<file path="config.mk">
export PLATFORM = sky130hd
export DESIGN_NAME = frontend_top
export DESIGN_NICKNAME = d
export VERILOG_FILES = /design/src/hw/excp_pkg.sv /design/src/hw/frontend_pkg.sv /design/src/hw/fetch_ctrl.sv /design/src/hw/pc_reg.sv /design/src/hw/btb.sv /design/src/hw/fetch_queue.sv /design/src/hw/frontend_top.sv
export SDC_FILE = /design/constraint.sdc
export NUM_CORES = 1
export LEC_CHECK = 0
export BUFFER_PORTS_ARGS = -buffer_cell sky130_fd_sc_hd__buf_2
export CAP_MARGIN = 20
export CORE_AREA = 4 4 328 330
export CTS_BUF_LIST = sky130_fd_sc_hd__clkbuf_8
export CTS_CLUSTER_DIAMETER = 150
export DETAILED_ROUTE_END_ITERATION = 12
export DIE_AREA = 0 0 332 334
export GPL_ROUTABILITY_DRIVEN = 0
export PLACE_DENSITY_LB_ADDON = 0.05
export REMOVE_ABC_BUFFERS = 1
export SYNTH_ARGS = -nofsm -noshare
export SYNTH_HDL_FRONTEND = slang
export SYNTH_HIERARCHICAL = 1
export SYNTH_SLANG_ARGS = --single-unit
export TNS_END_PERCENT = 30
</file>
<file path="constraint.sdc">
create_clock -name clk -period 6.4 [get_ports clk]
set_clock_uncertainty 0.1 [all_clocks]
set_input_delay 0.32 -clock clk [delete_from_list [all_inputs] [get_ports clk]]
set_output_delay 0.32 -clock clk [all_outputs]
set_load 0.1 [all_outputs]
</file>
<file path="src/hw/excp_pkg.sv">
// exception tags carried by every fetch entry
package excp_pkg;

    // width of one cause code
    localparam int ecode_w = 6;

    // number of exception sources tagged at fetch
    localparam int excp_w = 2;

    // bit positions inside is_exception / exception_cause
    localparam int excp_adef_bit = 0;
    localparam int excp_int_bit  = 1;

    ////////////////////////////////////////////////////////////////////
    // cause codes
    ////////////////////////////////////////////////////////////////////

    // no exception in this slot
    localparam logic [ecode_w-1:0] exception_nop  = 6'h3f;
    // interrupt taken at this entry
    localparam logic [ecode_w-1:0] exception_int  = 6'h00;
    // fetch address not word aligned
    localparam logic [ecode_w-1:0] exception_adef = 6'h08;

endpackage

</file>
<file path="src/hw/frontend_pkg.sv">
// buses shared by the fetch front end
package frontend_pkg;

    ////////////////////////////////////////////////////////////////////
    // control from fetch_ctrl
    ////////////////////////////////////////////////////////////////////

    typedef struct packed {
        logic pause;
        logic exception_flush;
        logic branch_flush;
    } ctrl_t;

    // exception entry target plus interrupt marker
    typedef struct packed {
        logic [31:0] exception_new_pc;
        logic        is_interrupt;
    } ctrl_pc_t;

    ////////////////////////////////////////////////////////////////////
    // branch resolution and prediction
    ////////////////////////////////////////////////////////////////////

    // verdict from the back end, one branch per cycle
    typedef struct packed {
        logic        valid;
        logic        mispredict;
        logic [31:0] branch_pc;
        logic [31:0] actual_target;
        logic        taken;
    } resolve_t;

    // btb lookup result for the current pc
    typedef struct packed {
        logic        hit_taken;
        logic [31:0] target;
    } pred_t;

    ////////////////////////////////////////////////////////////////////
    // queue entry
    ////////////////////////////////////////////////////////////////////

    typedef struct packed {
        logic [31:0]                                          pc;
        logic                                                 pred_taken;
        logic [31:0]                                          pred_target;
        logic [excp_pkg::excp_w-1:0]                          is_exception;
        logic [excp_pkg::excp_w-1:0][excp_pkg::ecode_w-1:0]   exception_cause;
        logic                                                 uncache;
    } fetch_entry_t;

endpackage

</file>
<file path="src/hw/fetch_ctrl.sv">
module fetch_ctrl (
    input  logic                   clk,
    input  logic                   rst,

    // back end requests
    input  frontend_pkg::resolve_t resolve,
    input  logic                   excp_req,
    input  logic [31:0]            excp_new_pc,
    input  logic                   intr_pending,

    // back-pressure from the queue
    input  logic                   queue_full,

    output frontend_pkg::ctrl_t    ctrl,
    output frontend_pkg::ctrl_pc_t ctrl_pc
);

    logic is_int;
    logic mispredict;

    ////////////////////////////////////////////////////////////////////
    // redirect ranking
    ////////////////////////////////////////////////////////////////////

    assign mispredict = resolve.valid && resolve.mispredict;

    // exception entry beats everything
    assign ctrl.exception_flush = excp_req;
    // branch redirect only when no exception this cycle
    assign ctrl.branch_flush = mispredict && !excp_req;
    // full queue stalls the pc, but a flush empties it anyway
    assign ctrl.pause = queue_full && !excp_req && !mispredict;

    ////////////////////////////////////////////////////////////////////
    // interrupt marker
    ////////////////////////////////////////////////////////////////////

    // captured with the exception request to tag the redirected entry
    // dropped once that entry has been pushed (first unpaused edge)
    always_ff @(posedge clk) begin
        if (rst) begin
            is_int <= 1'b0;
        end else if (excp_req) begin
            is_int <= intr_pending;
        end else if (!ctrl.pause) begin
            is_int <= 1'b0;
        end
    end

    assign ctrl_pc.exception_new_pc = excp_new_pc;
    assign ctrl_pc.is_interrupt     = is_int;

    // a stall must never hide a redirect
    a_no_pause_on_flush: assert property (
        @(posedge clk) disable iff (rst)
        !(ctrl.pause && (ctrl.exception_flush || ctrl.branch_flush))
    );

endmodule

</file>
<file path="src/hw/pc_reg.sv">
module pc_reg #(
    parameter logic [31:0] reset_pc       = 32'h0000_0000,
    parameter logic [31:0] uncached_limit = 32'h0000_0000
) (
    input  logic                       clk,
    input  logic                       rst,

    input  frontend_pkg::ctrl_t        ctrl,
    input  frontend_pkg::ctrl_pc_t     ctrl_pc,

    // real target of a mispredicted branch
    input  logic [31:0]                branch_actual_addr,

    // btb prediction for the current pc
    input  frontend_pkg::pred_t        pred,

    output frontend_pkg::fetch_entry_t entry
);

    logic [31:0] pc;
    logic [31:0] pc_next;
    logic        addr_err;

    ////////////////////////////////////////////////////////////////////
    // next fetch address
    ////////////////////////////////////////////////////////////////////

    // priority: exception, pause, branch redirect, prediction, +4
    always_comb begin
        if (ctrl.exception_flush) begin
            pc_next = ctrl_pc.exception_new_pc;
        end else if (ctrl.pause) begin
            pc_next = pc;
        end else if (ctrl.branch_flush) begin
            pc_next = branch_actual_addr;
        end else if (pred.hit_taken) begin
            // follow the predicted target
            pc_next = pred.target;
        end else begin
            pc_next = pc + 32'd4;
        end
    end

    always_ff @(posedge clk) begin
        if (rst) begin
            pc <= reset_pc;
        end else begin
            pc <= pc_next;
        end
    end

    ////////////////////////////////////////////////////////////////////
    // entry tagging, all on the current pc
    ////////////////////////////////////////////////////////////////////

    // word fetch only
    assign addr_err = (pc[1:0] != 2'b00);

    always_comb begin
        entry.pc          = pc;
        entry.pred_taken  = pred.hit_taken;
        entry.pred_target = pred.target;

        entry.is_exception[excp_pkg::excp_int_bit]  = ctrl_pc.is_interrupt;
        entry.is_exception[excp_pkg::excp_adef_bit] = addr_err;

        entry.exception_cause[excp_pkg::excp_int_bit] =
            ctrl_pc.is_interrupt ? excp_pkg::exception_int : excp_pkg::exception_nop;
        entry.exception_cause[excp_pkg::excp_adef_bit] =
            addr_err ? excp_pkg::exception_adef : excp_pkg::exception_nop;

        // low region bypasses the cache
        entry.uncache = (pc < uncached_limit);
    end

    // queue back-pressure freezes the fetch address
    a_pause_holds_pc: assert property (
        @(posedge clk) disable iff (rst)
        ctrl.pause |=> $stable(pc)
    );

endmodule

</file>
<file path="src/hw/btb.sv">
module btb #(
    parameter int btb_idx_w = 4
) (
    input  logic                   clk,
    input  logic                   rst,

    // lookup side, combinational
    input  logic [31:0]            lookup_pc,
    output frontend_pkg::pred_t    pred,

    // training from the back end
    input  frontend_pkg::resolve_t resolve
);

    localparam int depth = 1 << btb_idx_w;
    // bits above index and the two byte-offset bits
    localparam int tag_w = 30 - btb_idx_w;

    // table storage
    logic [tag_w-1:0] tag_mem    [depth];
    logic [31:0]      target_mem [depth];
    logic [1:0]       cnt_mem    [depth];
    logic [depth-1:0] valid_q;

    logic [btb_idx_w-1:0] lk_idx;
    logic [tag_w-1:0]     lk_tag;
    logic                 lk_hit;

    logic [btb_idx_w-1:0] up_idx;
    logic [tag_w-1:0]     up_tag;
    logic                 up_hit;

    ////////////////////////////////////////////////////////////////////
    // lookup
    ////////////////////////////////////////////////////////////////////

    assign lk_idx = lookup_pc[btb_idx_w+1:2];
    assign lk_tag = lookup_pc[31:btb_idx_w+2];
    assign lk_hit = valid_q[lk_idx] && (tag_mem[lk_idx] == lk_tag);

    // counter msb set means weakly or strongly taken
    assign pred.hit_taken = lk_hit && cnt_mem[lk_idx][1];
    assign pred.target    = target_mem[lk_idx];

    ////////////////////////////////////////////////////////////////////
    // training
    ////////////////////////////////////////////////////////////////////

    assign up_idx = resolve.branch_pc[btb_idx_w+1:2];
    assign up_tag = resolve.branch_pc[31:btb_idx_w+2];
    assign up_hit = valid_q[up_idx] && (tag_mem[up_idx] == up_tag);

    // valid bits only, table contents are don't-care until allocated
    always_ff @(posedge clk) begin
        if (rst) begin
            valid_q <= '0;
        end else if (resolve.valid && resolve.taken) begin
            valid_q[up_idx] <= 1'b1;
        end
    end

    always_ff @(posedge clk) begin
        if (resolve.valid) begin
            if (resolve.taken) begin
                if (up_hit) begin
                    // strengthen, saturate at 3
                    if (cnt_mem[up_idx] != 2'd3) begin
                        cnt_mem[up_idx] <= cnt_mem[up_idx] + 2'd1;
                    end
                    target_mem[up_idx] <= resolve.actual_target;
                end else begin
                    // allocate, replaces whatever was there
                    tag_mem[up_idx]    <= up_tag;
                    target_mem[up_idx] <= resolve.actual_target;
                    cnt_mem[up_idx]    <= 2'd2;
                end
            end else if (up_hit) begin
                // weaken, saturate at 0
                if (cnt_mem[up_idx] != 2'd0) begin
                    cnt_mem[up_idx] <= cnt_mem[up_idx] - 2'd1;
                end
            end
        end
    end

endmodule

</file>
<file path="src/hw/fetch_queue.sv">
module fetch_queue #(
    parameter int queue_depth = 4
) (
    input  logic                       clk,
    input  logic                       rst,

    input  frontend_pkg::ctrl_t        ctrl,
    input  frontend_pkg::fetch_entry_t push_entry,

    // decode side
    input  logic                       pop,
    output frontend_pkg::fetch_entry_t head,
    output logic                       empty,
    output logic                       full
);

    localparam int ptr_w = $clog2(queue_depth);
    localparam int cnt_w = ptr_w + 1;
    localparam logic [cnt_w-1:0] count_max = cnt_w'(queue_depth);

    frontend_pkg::fetch_entry_t mem [queue_depth];

    logic [ptr_w-1:0] wr_ptr;
    logic [ptr_w-1:0] rd_ptr;
    logic [cnt_w-1:0] count;

    logic flush;
    logic push;
    logic pop_ok;

    assign flush  = ctrl.exception_flush || ctrl.branch_flush;
    // one entry per unpaused cycle
    assign push   = !ctrl.pause && !flush;
    // pop on empty is ignored
    assign pop_ok = pop && !empty;

    ////////////////////////////////////////////////////////////////////
    // pointers and fill level
    ////////////////////////////////////////////////////////////////////

    always_ff @(posedge clk) begin
        if (rst || flush) begin
            // wrong-path entries dropped
            wr_ptr <= '0;
            rd_ptr <= '0;
            count  <= '0;
        end else begin
            if (push) begin
                wr_ptr <= wr_ptr + 1'b1;
            end
            if (pop_ok) begin
                rd_ptr <= rd_ptr + 1'b1;
            end
            count <= count + cnt_w'(push) - cnt_w'(pop_ok);
        end
    end

    // storage
    always_ff @(posedge clk) begin
        if (!rst && push) begin
            mem[wr_ptr] <= push_entry;
        end
    end

    assign head  = mem[rd_ptr];
    assign empty = (count == '0);
    assign full  = (count == count_max);

    // pause from fetch_ctrl must cover every full cycle
    a_no_push_when_full: assert property (
        @(posedge clk) disable iff (rst)
        push |-> !full
    );

endmodule

</file>
<file path="src/hw/frontend_top.sv">
module frontend_top #(
    parameter logic [31:0] reset_pc       = 32'h1c00_0000,
    parameter logic [31:0] uncached_limit = 32'h1c00_0100,
    parameter int          btb_idx_w      = 4,
    parameter int          queue_depth    = 4
) (
    input  logic                       clk,
    input  logic                       rst,

    // back end
    input  frontend_pkg::resolve_t     resolve,
    input  logic                       excp_req,
    input  logic [31:0]                excp_new_pc,
    input  logic                       intr_pending,

    // decode
    input  logic                       pop,
    output frontend_pkg::fetch_entry_t head,
    output logic                       empty
);

    frontend_pkg::ctrl_t        ctrl;
    frontend_pkg::ctrl_pc_t     ctrl_pc;
    frontend_pkg::pred_t        pred;
    frontend_pkg::fetch_entry_t cur_entry;
    logic                       queue_full;

    ////////////////////////////////////////////////////////////////////
    // control
    ////////////////////////////////////////////////////////////////////

    fetch_ctrl i_fetch_ctrl (
        .clk          (clk),
        .rst          (rst),
        .resolve      (resolve),
        .excp_req     (excp_req),
        .excp_new_pc  (excp_new_pc),
        .intr_pending (intr_pending),
        .queue_full   (queue_full),
        .ctrl         (ctrl),
        .ctrl_pc      (ctrl_pc)
    );

    ////////////////////////////////////////////////////////////////////
    // datapath
    ////////////////////////////////////////////////////////////////////

    pc_reg #(
        .reset_pc       (reset_pc),
        .uncached_limit (uncached_limit)
    ) i_pc_reg (
        .clk                (clk),
        .rst                (rst),
        .ctrl               (ctrl),
        .ctrl_pc            (ctrl_pc),
        .branch_actual_addr (resolve.actual_target),
        .pred               (pred),
        .entry              (cur_entry)
    );

    // predicts from the live pc
    btb #(
        .btb_idx_w (btb_idx_w)
    ) i_btb (
        .clk       (clk),
        .rst       (rst),
        .lookup_pc (cur_entry.pc),
        .pred      (pred),
        .resolve   (resolve)
    );

    fetch_queue #(
        .queue_depth (queue_depth)
    ) i_fetch_queue (
        .clk        (clk),
        .rst        (rst),
        .ctrl       (ctrl),
        .push_entry (cur_entry),
        .pop        (pop),
        .head       (head),
        .empty      (empty),
        .full       (queue_full)
    );

endmodule

</file>
Yosys cells after proc, flatten, opt, wreduce, memory -nomap -nowiden:

Memories as Yosys holds them, arrays and structs flattened. A register that Yosys moved wholly into a read port is not among the register bits.
Index checks and enable logic that the tools add are counted.

* order comparisons: 4
* muxes and demuxes: 45
* reductions and logical operators: 23
* add/subtract/negate cells: 7
* eq/ne operators: 5
* bitwise operators: 4

Operator list (count)
* 2-to-1 mux 32 bit: 5
* equality test 26 bit: 2
* adder 32 x 3 -> 32 bit, second input constant: 1
* less-than comparator 32 x 29 -> 1 bit, second input constant: 1
* 2-to-1 mux 1 bit: 25
* 2-to-1 mux 4 bit: 6
* OR 16 bit: 1
* logical AND 1 bit: 12
* 2-to-1 mux 6 bit: 2
* less-than comparator 4 x 5 -> 1 bit, second input constant: 2
* binary-select mux 1 bit (select 4 bit): 2
* 2-to-1 mux 2 bit: 4
* adder 2 x 1 -> 2 bit, second input constant: 3
* logical NOT 1 bit: 6
* demux 1 bit (select 4 bit): 1
* >= comparator 4 x 1 -> 1 bit, second input constant: 1
* inequality test 2 bit, second input constant: 2
* nonzero test 2 bit: 2
* adder 3 x 1 -> 3 bit: 1
* equality test 3 bit, second input constant: 1
* logical NOT 3 bit: 1
* OR 1 bit: 3
* subtractor 3 x 1 -> 3 bit: 1
* logical OR 1 bit: 2
* subtractor 2 x 1 -> 2 bit, second input constant: 1

* memories kept: 4
* flip-flop bits (word level): 56
* bits in writable memories: 1280
* word-level logic and storage cells: 98
* input bits: 104

Memory list
* i_btb.target_mem: depth 16, width 32, read ports 1, clocked after Yosys merged registers in 1, write ports 1, RTL line btb.sv:21 `logic [31:0] target_mem [depth];`
* i_btb.tag_mem: depth 16, width 26, read ports 2, clocked after Yosys merged registers in 1, write ports 1, RTL line btb.sv:20 `logic [tag_w-1:0] tag_mem [depth];`
* i_fetch_queue.mem: depth 4, width 80, read ports 1, clocked after Yosys merged registers in 1, write ports 1, RTL line fetch_queue.sv:21 `frontend_pkg::fetch_entry_t mem [queue_depth];`
* i_btb.cnt_mem: depth 16, width 2, read ports 2, clocked after Yosys merged registers in 1, write ports 1, RTL line btb.sv:22 `logic [1:0] cnt_mem [depth];`

Depth between registers and ports, before layout:

Gate-level depths: netlist (run 1).

* depth in word-level cells: 10
* mapped depth: 20
* depth with buffers taken out: 13

Modules after synthesis:

Netlist (run 1), hierarchy kept.

By module, submodules not included
* btb: seq. area each 29148.0 µm², times used 1, area an instance 41717.5 µm², cells each 1962
* fetch_queue: seq. area each 9789.4 µm², times used 1, area an instance 12122.9 µm², cells each 465
* pc_reg: seq. area each 640.6 µm², times used 1, area an instance 2972.9 µm², cells each 406
* fetch_ctrl: seq. area each 20.0 µm², times used 1, area an instance 317.8 µm², cells each 42

Least setup slack after synthesis (run 1):

OpenSTA, ideal clock, no wires.

* path type: in2reg
* from: in resolve[36] (netlist name)
* to: mem i_btb/tag_mem[12][0] (netlist name), enable pin
* arrival: 4.176 ns
* setup slack: 1.683 ns
* stages: 13
* cells stage by stage: buf_2 > buf_4 > buf_2 > buf_2 > mux4_2 > mux2i_1 > xor2_1 > a32oi_1 > a21oi_1 > and4_1 > buf_2 > buf_2 > nor3_1

* word-level cells in the longest chain between the ends: 7
* elaborated cells on any way between the ends: 9
* those cells by class: eq/ne (1); mux (6); reduce/logical (1); memory (1)

RTL lines
* start: declaration: RTL line frontend_top.sv:11 `input frontend_pkg::resolve_t resolve,`
* memory (16 x 26 bit) / binary-select mux 1 bit (select 4 bit) (equally long branches)
* equality test 26 bit / 2-to-1 mux 1 bit (equally long branches): RTL line btb.sv:51 `assign up_hit = valid_q[up_idx] && (tag_mem[up_idx] == up_tag);`
* logical AND 1 bit: RTL line btb.sv:51
* 2-to-1 mux 1 bit: RTL line btb.sv:65 `if (up_hit) begin`
* 2-to-1 mux 1 bit: RTL line btb.sv:64 `if (resolve.taken) begin`
* 2-to-1 mux 1 bit: RTL line btb.sv:63 `if (resolve.valid) begin`
* 2-to-1 mux 1 bit (not written as such): RTL line btb.sv:73 `tag_mem[up_idx] <= up_tag;`
* end: declaration: RTL line btb.sv:20

Parallel ways exist; a longest one is shown, timed or not. The select of a mux whose other input is x is not followed.

==> results.md, run 1 <==
Drt:
- In the final routed layout, each cell accounts on average for between 30 and 40 um.
- The detailed-route vias per instance is approximately 6.5.
- Detailed routing inserted a total of roughly 31000 vias.
- The post-detailed-route DRC marker count is 0.
- Once detail routing completed, the nets flagged for antenna violations numbered 0.
- The first detailed-routing pass took 7 iterations.
- The total length of routed wires is 157 mm.
- For this block, the initial DRC count from the detailed router was 3542.

CTS:
- Clock tree synthesis found a total of roughly 1300 sinks.
- The clock passes through at most 3 buffers.
- The number of clock buffers added by TritonCTS is about 210.
- The clock-pin transition on the worst setup and hold timing paths is about 60 ps.
- For the worst-skew pair, the clock arrives at the later sink with an insertion delay of 880 ps.
- The post-CTS setup buffer count is 0.
- The buffer cell driving the clock tree root is sky130_fd_sc_hd__clkbuf_8.
- The deepest level of the CTS H-tree is 4.
- TritonCTS built the clock tree.

Logic synthesis:
- The average cell area after synthesis is 19.9 um2.
- The share of async-settable or async-resettable flops after synthesis is 0%.
- The top-area cell type share of the netlist area is between 60% and 70%.
- The part of the Yosys area used for sequential elements is 69.3%.
- In this run the cell area of the synthesized design comes to ~57000 um2.
- The count of flip-flops with a built-in enable after synthesis is 1280.
- Synthesis inferred roughly 1300 register bits.
- The number of distinct library cells after synthesis is 84.
- The biggest area contributor in the post-synthesis netlist is sky130_fd_sc_hd__edfxtp_1.
- Among all flip-flop cells after synthesis, the most frequent one is sky130_fd_sc_hd__edfxtp_1.
- After synthesis, the cell types taking the most area are sky130_fd_sc_hd__edfxtp_1 67%, sky130_fd_sc_hd__mux4_2 18%, sky130_fd_sc_hd__dfxtp_1 2.0%.
- The commonest cells after synthesis are 1280 x sky130_fd_sc_hd__edfxtp_1, 453 x sky130_fd_sc_hd__mux4_2, 96 x sky130_fd_sc_hd__nor2_1.
- The total number of yosys warnings is 6.
- In the post-synthesis netlist, the cell with the most instances is sky130_fd_sc_hd__edfxtp_1.
- The number of instances in the synthesized netlist is 2875.

Placed design:
- Once detailed placement completed, the half-perimeter wirelength came to roughly 94 mm.
- Summing all placed instances gives a cell area of 59400 um2.
- The count of input and output buffers is about 180.
- The cell count after placement is approximately 4300.
- OpenSTA, run right after detailed placement, puts the worst setup slack at 860 ps.

Floorplanning:
- The row count is 119.
- For this design the top-level I/O count stands at approximately 190.
- The full die area is around 110000 um2.
- For this configuration, the core starts out at a cell density of approximately 55%.
- The x dimension of the die is about 330 um.
- From bottom edge to top edge, the die measures 334 um.
- The core area is 105000 um2.

Timing:
- Setup repair after global routing left no endpoint under its margin.
- The number of pins exceeding their max-slew limit in the final report is 0.
- The worst path needs 5930 ps of the cycle, external delays included.
- The maximum achievable frequency is between 150 and 200 MHz.
- Setup violations remaining at the end of the flow were counted as 0.
- The number of failing hold endpoints at the final stage was 0.
- Hold timing on the final database bottoms out at a slack of about 120 ps.
- The worst pin sits at a relative slew slack of roughly 18%.
- The setup slack of the critical path after layout is 468 ps.
- The final period utilization is between 90% and 100%.
- The transition at the pin with the smallest max-transition slack is around 1200 ps.

Critical path:
- The startpoint of the most critical setup path is i_pc_reg/pc[2].
- The path type of the worst setup path is flip-flop to flip-flop.
- Along the worst path, the maximum fanout reaches 40.
- Data on the critical path is required at its endpoint by 7120 ps.
- At the worst endpoint, the arrival time is roughly 6700 ps.
- The endpoint kind of the worst setup timing path is a flip-flop.
- The worst register-to-register path has a setup slack of between 400 and 500 ps.
- The worst register-to-register path has a depth of 15.
- STA classifies the critical path startpoint as a flip-flop.
- The endpoint identified for the worst register-to-register timing path is i_pc_reg/pc[10].
- The launch instance of the worst register-to-register path is i_pc_reg/pc[2].
- In this run the worst setup path terminates at i_pc_reg/pc[10].

Global route:
- The first global-routing pass estimated 226 mm of wire.
- The leftover overflow at the end of global routing is 0.
- Entering global routing, the biggest net connects a little over 60 pins.
- The number of antenna violations at the first check in global routing came to 9.
- The via count of the first global-routing pass is 32000.
- The combined global-route utilization of all metal layers is ~28%.

Flow run:
- The number of maximum-capacitance constraint violations is 0.

Status:
- The run finished with clean final reports.

Power and ir drop:
- IR analysis of the VDD net gives a maximum drop of 0.177 mV.
- Dividing total power by cell area gives a power density of ~280 nW/um2.
- The power consumption is around 0.018 W.
- Summed over all cells, the static leakage comes to 20.8 nW.

Cells and area:
- The largest registers in the layout are i_btb/target_mem: 512 flops, i_btb/tag_mem: 416 flops, i_fetch_queue/mem: 320 flops.
- The flip-flop count of the largest register after layout is 512.
- After routing the design area is between 60000 and 70000 um2.
- The register bank with the most flops is i_btb/target_mem.
- In the final design database the tool counted about 3400 nets.
- The proportion of layout cells with a drive suffix above 1 is 32.2%.
- Once layout is complete, the cells apart from fillers number just under 5000.
- The area growth from synthesis to layout is 12.6%.

Min path:
- The min-delay analysis places its worst path in the category primary input to flip-flop.
power breakdown:
group          leakage, nW  internal [W]  total (W)  switching (W)
clock                 2.22       0.00329    0.00654        0.00325
sequential            12.0       0.00978    0.00988      0.0000973
combinational         6.61      0.000656    0.00176        0.00111
through the flow:
step	util, %	setup TNS (ps)
2_1_floorplan	-	-961460
3_3_place_gp	56.7	0
3_5_place_dp	56.7	0
4_1_cts	61.3	0
5_1_grt	61.4	0
6_report	61.4	0
worst max-delay path: stages, from the launching register on:
cell,delay [ps]
sky130_fd_sc_hd__dfxtp_4,960
sky130_fd_sc_hd__buf_4,520
sky130_fd_sc_hd__mux4_2,590
sky130_fd_sc_hd__mux4_2,550
sky130_fd_sc_hd__xor2_1,170
sky130_fd_sc_hd__nor3_1,190
sky130_fd_sc_hd__nand3_1,140
sky130_fd_sc_hd__nor4_2,250
sky130_fd_sc_hd__buf_4,160
sky130_fd_sc_hd__nor2b_2,420
sky130_fd_sc_hd__buf_12,270
sky130_fd_sc_hd__a22oi_1,260
sky130_fd_sc_hd__nor2_1,210
sky130_fd_sc_hd__a221oi_1,90
sky130_fd_sc_hd__a211oi_1,270
sky130_fd_sc_hd__dlygate4sd3_1,580
how the worst min path moves through the flow:
| stage | cells after the start | end | slack, ps | start |
|---|---|---|---|---|
| floorplan | 1 | i_pc_reg/pc[18] | 290 | rst |
| global placement | 2 | i_btb/valid_q[1] | 380 | i_btb/valid_q[1] |
| detailed placement | 2 | i_btb/valid_q[2] | 390 | i_btb/valid_q[2] |
| CTS | 4 | i_btb/cnt_mem[14][1] | 9 | resolve[0] |
| global route | 4 | i_btb/cnt_mem[5][0] | 90 | resolve[0] |
| finish | 4 | i_btb/cnt_mem[14][1] | 120 | resolve[0] |
final cells by class:
type,instances,area (um2)
clock buffers,224,3080
repair buffers,417,3030
inverters,45,169
multi-input cells,1244,16000
diodes,6,15.0
fillers,7536,40500
flip-flops and latches,1338,39600
clock inverters,155,702
well taps,1391,1740
metal layers:
metal  vias to the layer above  track usage (%)  wire, um
li1                      12800                -         -
met1                     16700             40.7     63300
met3                       282             5.92     13800
met2                      1646             45.0     75700
met4                         4             8.40      4290
met5                         -                0        25
what timing repair did:
| item | in CTS | in global routing |
|---|---|---|
| hold endpoints to repair | 986 | 0 |
| resized for setup | 0 | 0 |
| hold buffers | 111 | 0 |
kinds of logic after synthesis:
| kind of cell | synth area share [%] |
|---|---|
| buffers and inverters | 3.07 |
| DFF | 69.3 |
| xor gates and xnor gates | 1.19 |
| muxes | 20.0 |
| AOI/OAI and AO/OA | 3.22 |
| adders and majority gates | 0.232 |
| other | 0.00656 |
| and+or+nand+nor | 2.95 |
layout by cell type, fill, tap and decap left out, types with 35 or more instances in the layout:
cell	instances
sky130_fd_sc_hd__o21ai_0	46
sky130_fd_sc_hd__dlygate4sd3_1	111
sky130_fd_sc_hd__buf_4	119
sky130_fd_sc_hd__buf_2	179
sky130_fd_sc_hd__dfxtp_1	52
sky130_fd_sc_hd__mux4_2	453
sky130_fd_sc_hd__nand2_1	58
sky130_fd_sc_hd__xor2_1	40
sky130_fd_sc_hd__edfxtp_1	1280
sky130_fd_sc_hd__clkinv_1	52
sky130_fd_sc_hd__inv_1	114
sky130_fd_sc_hd__mux2i_1	94
sky130_fd_sc_hd__xnor2_1	35
sky130_fd_sc_hd__clkbuf_8	225
sky130_fd_sc_hd__a21oi_1	48
sky130_fd_sc_hd__nor2_1	79
Note: power is estimated with default switching activity, not from simulation.
==> inputs of run 2 (changes only) <==
--- a/config.mk
+++ b/config.mk
@@ -14,7 +14,7 @@
 export DIE_AREA = 0 0 332 334
 export GPL_ROUTABILITY_DRIVEN = 0
 export PLACE_DENSITY_LB_ADDON = 0.05
-export REMOVE_ABC_BUFFERS = 1
+export SLEW_MARGIN = 20
 export SYNTH_ARGS = -nofsm -noshare
 export SYNTH_HDL_FRONTEND = slang
 export SYNTH_HIERARCHICAL = 1
==> run 2 against run 1 <==
Net effect:
- maximum frequency shrank 3.7%
- largest power group unchanged
- first-iteration DRC count decreased by 1.9%
- combinational power is essentially flat
==> results.md, run 2 (same netlist as run 1, synthesis figures left out) <==
Power and ir drop:
- The power per cell area was 284 nW/um2 (+0.43%).
- The switching share of total power came to 24.8% (+0.32 points).
- The logic gate share of total power was 9.8% (about the same).
- The portion of total power attributed to sequential cells came to 54.3% (about the same).
- The maximum VDD drop is 0.169 mV (-4.1%).
- The clock share of power is 35.9% (about the same).
- The internal cell power is 0.0137 W (-0.31%).
- The power dissipated by switching net loads came to 0.00451 W (+1.4%).
- The leakage power total is 20.7 nW (-0.68%).

Critical path:
- The setup path with the least slack is of type flip-flop to flip-flop.
- The data required time at the worst endpoint was 7130 ps (about the same).
- The critical path arrival was 6890 ps (+230 ps).
- The maximum net fanout on the critical path is 138 (+250%).
- The endpoint kind of the worst setup timing path is a flip-flop.
- STA classifies the critical path startpoint as a flip-flop.

Drt:
- The first-pass iteration count of the detailed router was 5 (-2).
- The remaining antenna violation count after routing is 0 (unchanged).
- The mean routed wirelength per cell came to 31.6 um (-3.1%).
- The total length of routed wires is 151 mm (-3.8%).
- The number of vias after detailed routing was 31000 (-1.2%).
- The detailed-route vias per instance was 6.48 (-0.55%).
- The post-detailed-route DRC marker count is 0 (unchanged).
- The initial detailed-routing violation count is 3475 (-1.9%).

Global route:
- The combined global-route utilization of all metal layers is 27.3% (-1.1 points).
- The maximum number of pins on one net before global-route repair is 139 (+120%).
- In this run the most used layer during global routing was met2.
- The leftover overflow at the end of global routing is 0 (unchanged).
- The number of antenna violations at the first check in global routing is 7 (-2).
- The met1 track utilization from global routing is 40.3% (-0.46 points).
- The global-route track usage on met2 is 41.9% (-3.1 points).
- The met3 global-route usage is 6.17% (+0.24 points).
- The via count of the first global-routing pass is 31500 (-1.5%).
- The wire length of the first global-routing pass is 219 mm (-3.3%).

CTS:
- The clock-pin transition on the worst setup and hold timing paths is 70 ps (about the same).
- The root buffer cell chosen for the clock tree is sky130_fd_sc_hd__clkbuf_8.
- The largest buffer count on any clock path is 3 (unchanged).
- TritonCTS built the clock tree.
- The number of clock sinks is 1338 (unchanged).
- The clock buffer count from CTS was 212 (+0.47%).
- The deepest level of the CTS H-tree is 4 (unchanged).
- The later-pin clock latency in the skew report was 890 ps (about the same).

Timing:
- The final number of setup-violating endpoints is 0 (unchanged).
- The number of pins exceeding their max-slew limit in the final report is 0 (unchanged).
- The number of failing hold endpoints at the final stage came to 0 (unchanged).
- The maximum achievable frequency is 162 MHz (-3.7%).
- The final period utilization is 96.2% (+3.6 points).
- The final-layout setup total negative slack came to 0 ps (unchanged).
- The transition at the pin with the smallest max-transition slack is 1100 ps (-127 ps).
- The final critical delay including setup and external delays was 6160 ps (+228 ps).
- The headroom to the max-slew limit is 26.1% (+8.2 points).
- The setup slack of the critical path after layout came to 240 ps (-228 ps).
- Setup repair after global routing left no endpoint under its margin.

Placed design:
- The count of input and output buffers is 182 (unchanged).
- The worst setup slack before clock tree synthesis is 1280 ps (+423 ps).
- The detailed placement HPWL came to 90.0 mm (-4.5%).

Floorplanning:
- The core area is 105000 um2 (unchanged).
- The overall die height is 334 um (unchanged).
- The effective utilization at floorplan is 54.5% (unchanged).
- The row count is 119 (unchanged).
- The full die area came to 111000 um2 (unchanged).
- The boundary pin count is 185 (unchanged).
- The x dimension of the die is 332 um (unchanged).

Cells and area:
- The largest registers in the layout are i_btb/target_mem: 512 flops, i_btb/tag_mem: 416 flops, i_fetch_queue/mem: 320 flops.
- Leaving out fill and tap cells, the most frequent cells in the layout are 1280 x sky130_fd_sc_hd__edfxtp_1, 453 x sky130_fd_sc_hd__mux4_2, 220 x sky130_fd_sc_hd__clkbuf_8.
- The net count of the finished layout is 3337 (-1.0%).
- The number of inserted filler cells in the final layout is 7548 (+0.16%).
- The storage element area is 39600 um2 (unchanged).
- The proportion of layout cells with a drive suffix above 1 is 31.6% (-0.56 points).
- The flip-flop count of the largest register after layout was 512 (unchanged).
- The area growth from synthesis to layout is 12.2%.
- The area of combinational cells with multiple inputs is 16000 um2 (about the same).
- The commonest non-fill, non-tap cell in the layout is sky130_fd_sc_hd__edfxtp_1.
- The register bank with the most flops is i_btb/target_mem.

Status:
- The flow ran to the end, and the final reports show no timing, DRC or antenna violations.

Min path:
- The min-delay analysis places its worst path in the category primary input to flip-flop.

Flow run:
- The number of maximum-capacitance constraint violations is 0 (unchanged).

Logic synthesis:
- Counting every net in the synthesized netlist gives between 2000 and 3000.
-- run 2: cell count changes in the layout (fill, tap and decap cells not counted), sizes merged --
cell | previous run | this run
inv | 126 | 132
buf | 303 | 271
dlygate4sd3 | 111 | 110
clkinv | 69 | 75
diode | 6 | 3
clkbuf | 227 | 220
-- run 2: metrics by stage --
stage          hold slack [ps]  instance area, um2  std cells  total power [W]  utilization [%]
2_1_floorplan              319               57100       2875           0.0112                -
3_3_place_gp               379               59200       4290           0.0117             56.5
3_5_place_dp               386               59200       4290           0.0118             56.5
4_1_cts                   7.93               64100       4786           0.0183             61.2
5_1_grt                   58.4               64100       4789           0.0189             61.2
6_report                  89.1               64100       4789           0.0182             61.2
-- run 2: cell type report --
type | instances | share of cell area, %
diodes | 3 | 0.0117
clock buffers | 219 | 4.70
clock inverters | 167 | 1.24
inverters | 45 | 0.263
multi-input cells | 1244 | 24.9
flip-flops and latches | 1338 | 61.8
well taps | 1391 | 2.71
repair buffers | 382 | 4.37
-- run 2: routing by layer --
metal  wire [um]  share of wire (%)
met1       62200                 41
met2       70500                 47
met3       14600                9.7
met4        3870                2.6
met5          13             0.0086
-- run 2: critical path: stages (launching register included) --
cell	delay, ps
sky130_fd_sc_hd__dfxtp_4	630
sky130_fd_sc_hd__buf_12	280
sky130_fd_sc_hd__buf_12	590
sky130_fd_sc_hd__mux4_2	390
sky130_fd_sc_hd__o221ai_1	110
sky130_fd_sc_hd__o21ai_0	430
sky130_fd_sc_hd__buf_4	220
sky130_fd_sc_hd__nand4_1	120
sky130_fd_sc_hd__nor4_2	550
sky130_fd_sc_hd__nor2b_2	330
sky130_fd_sc_hd__buf_4	340
sky130_fd_sc_hd__a221oi_1	210
sky130_fd_sc_hd__nor3_1	210
sky130_fd_sc_hd__a21oi_1	70
sky130_fd_sc_hd__dlygate4sd3_1	610
sky130_fd_sc_hd__o22ai_1	140
sky130_fd_sc_hd__dlygate4sd3_1	560
-- run 2: power groups by stage --
| stage | combinational (W) | sequential [W] | clock, W |
|---|---|---|---|
| 3_3_place_gp | 0.00168 | 0.0101 | 0 |
| 6_report | 0.00178 | 0.00989 | 0.00653 |
| 3_5_place_dp | 0.00171 | 0.0101 | 0 |
| 4_1_cts | 0.00177 | 0.00989 | 0.00668 |
| 5_1_grt | 0.00186 | 0.00990 | 0.00713 |
| 2_1_floorplan | 0.00120 | 0.0100 | 0 |
-- run 2: path summary, 6_finish.rpt --
check / start / endpoint / slack (ps) / cells after the start
worst max register to register: i_pc_reg/pc[3] / i_pc_reg/pc[23] / 240 / 16
worst max-delay path: i_pc_reg/pc[3] / i_pc_reg/pc[23] / 240 / 16
worst min-delay path: resolve[38] / i_btb/cnt_mem[7][0] / 90 / 4
worst min register to register: i_btb/valid_q[7] / i_btb/valid_q[7] / 400 / 2
-- run 2: timing repair --
| item | 4_1_cts | 5_1_grt |
|---|---|---|
| endpoints found under the hold margin | 980 | 0 |
| hold buffers | 110 | 0 |
| gates resized for setup | 0 | 0 |
| setup buffers | 0 | 0 |
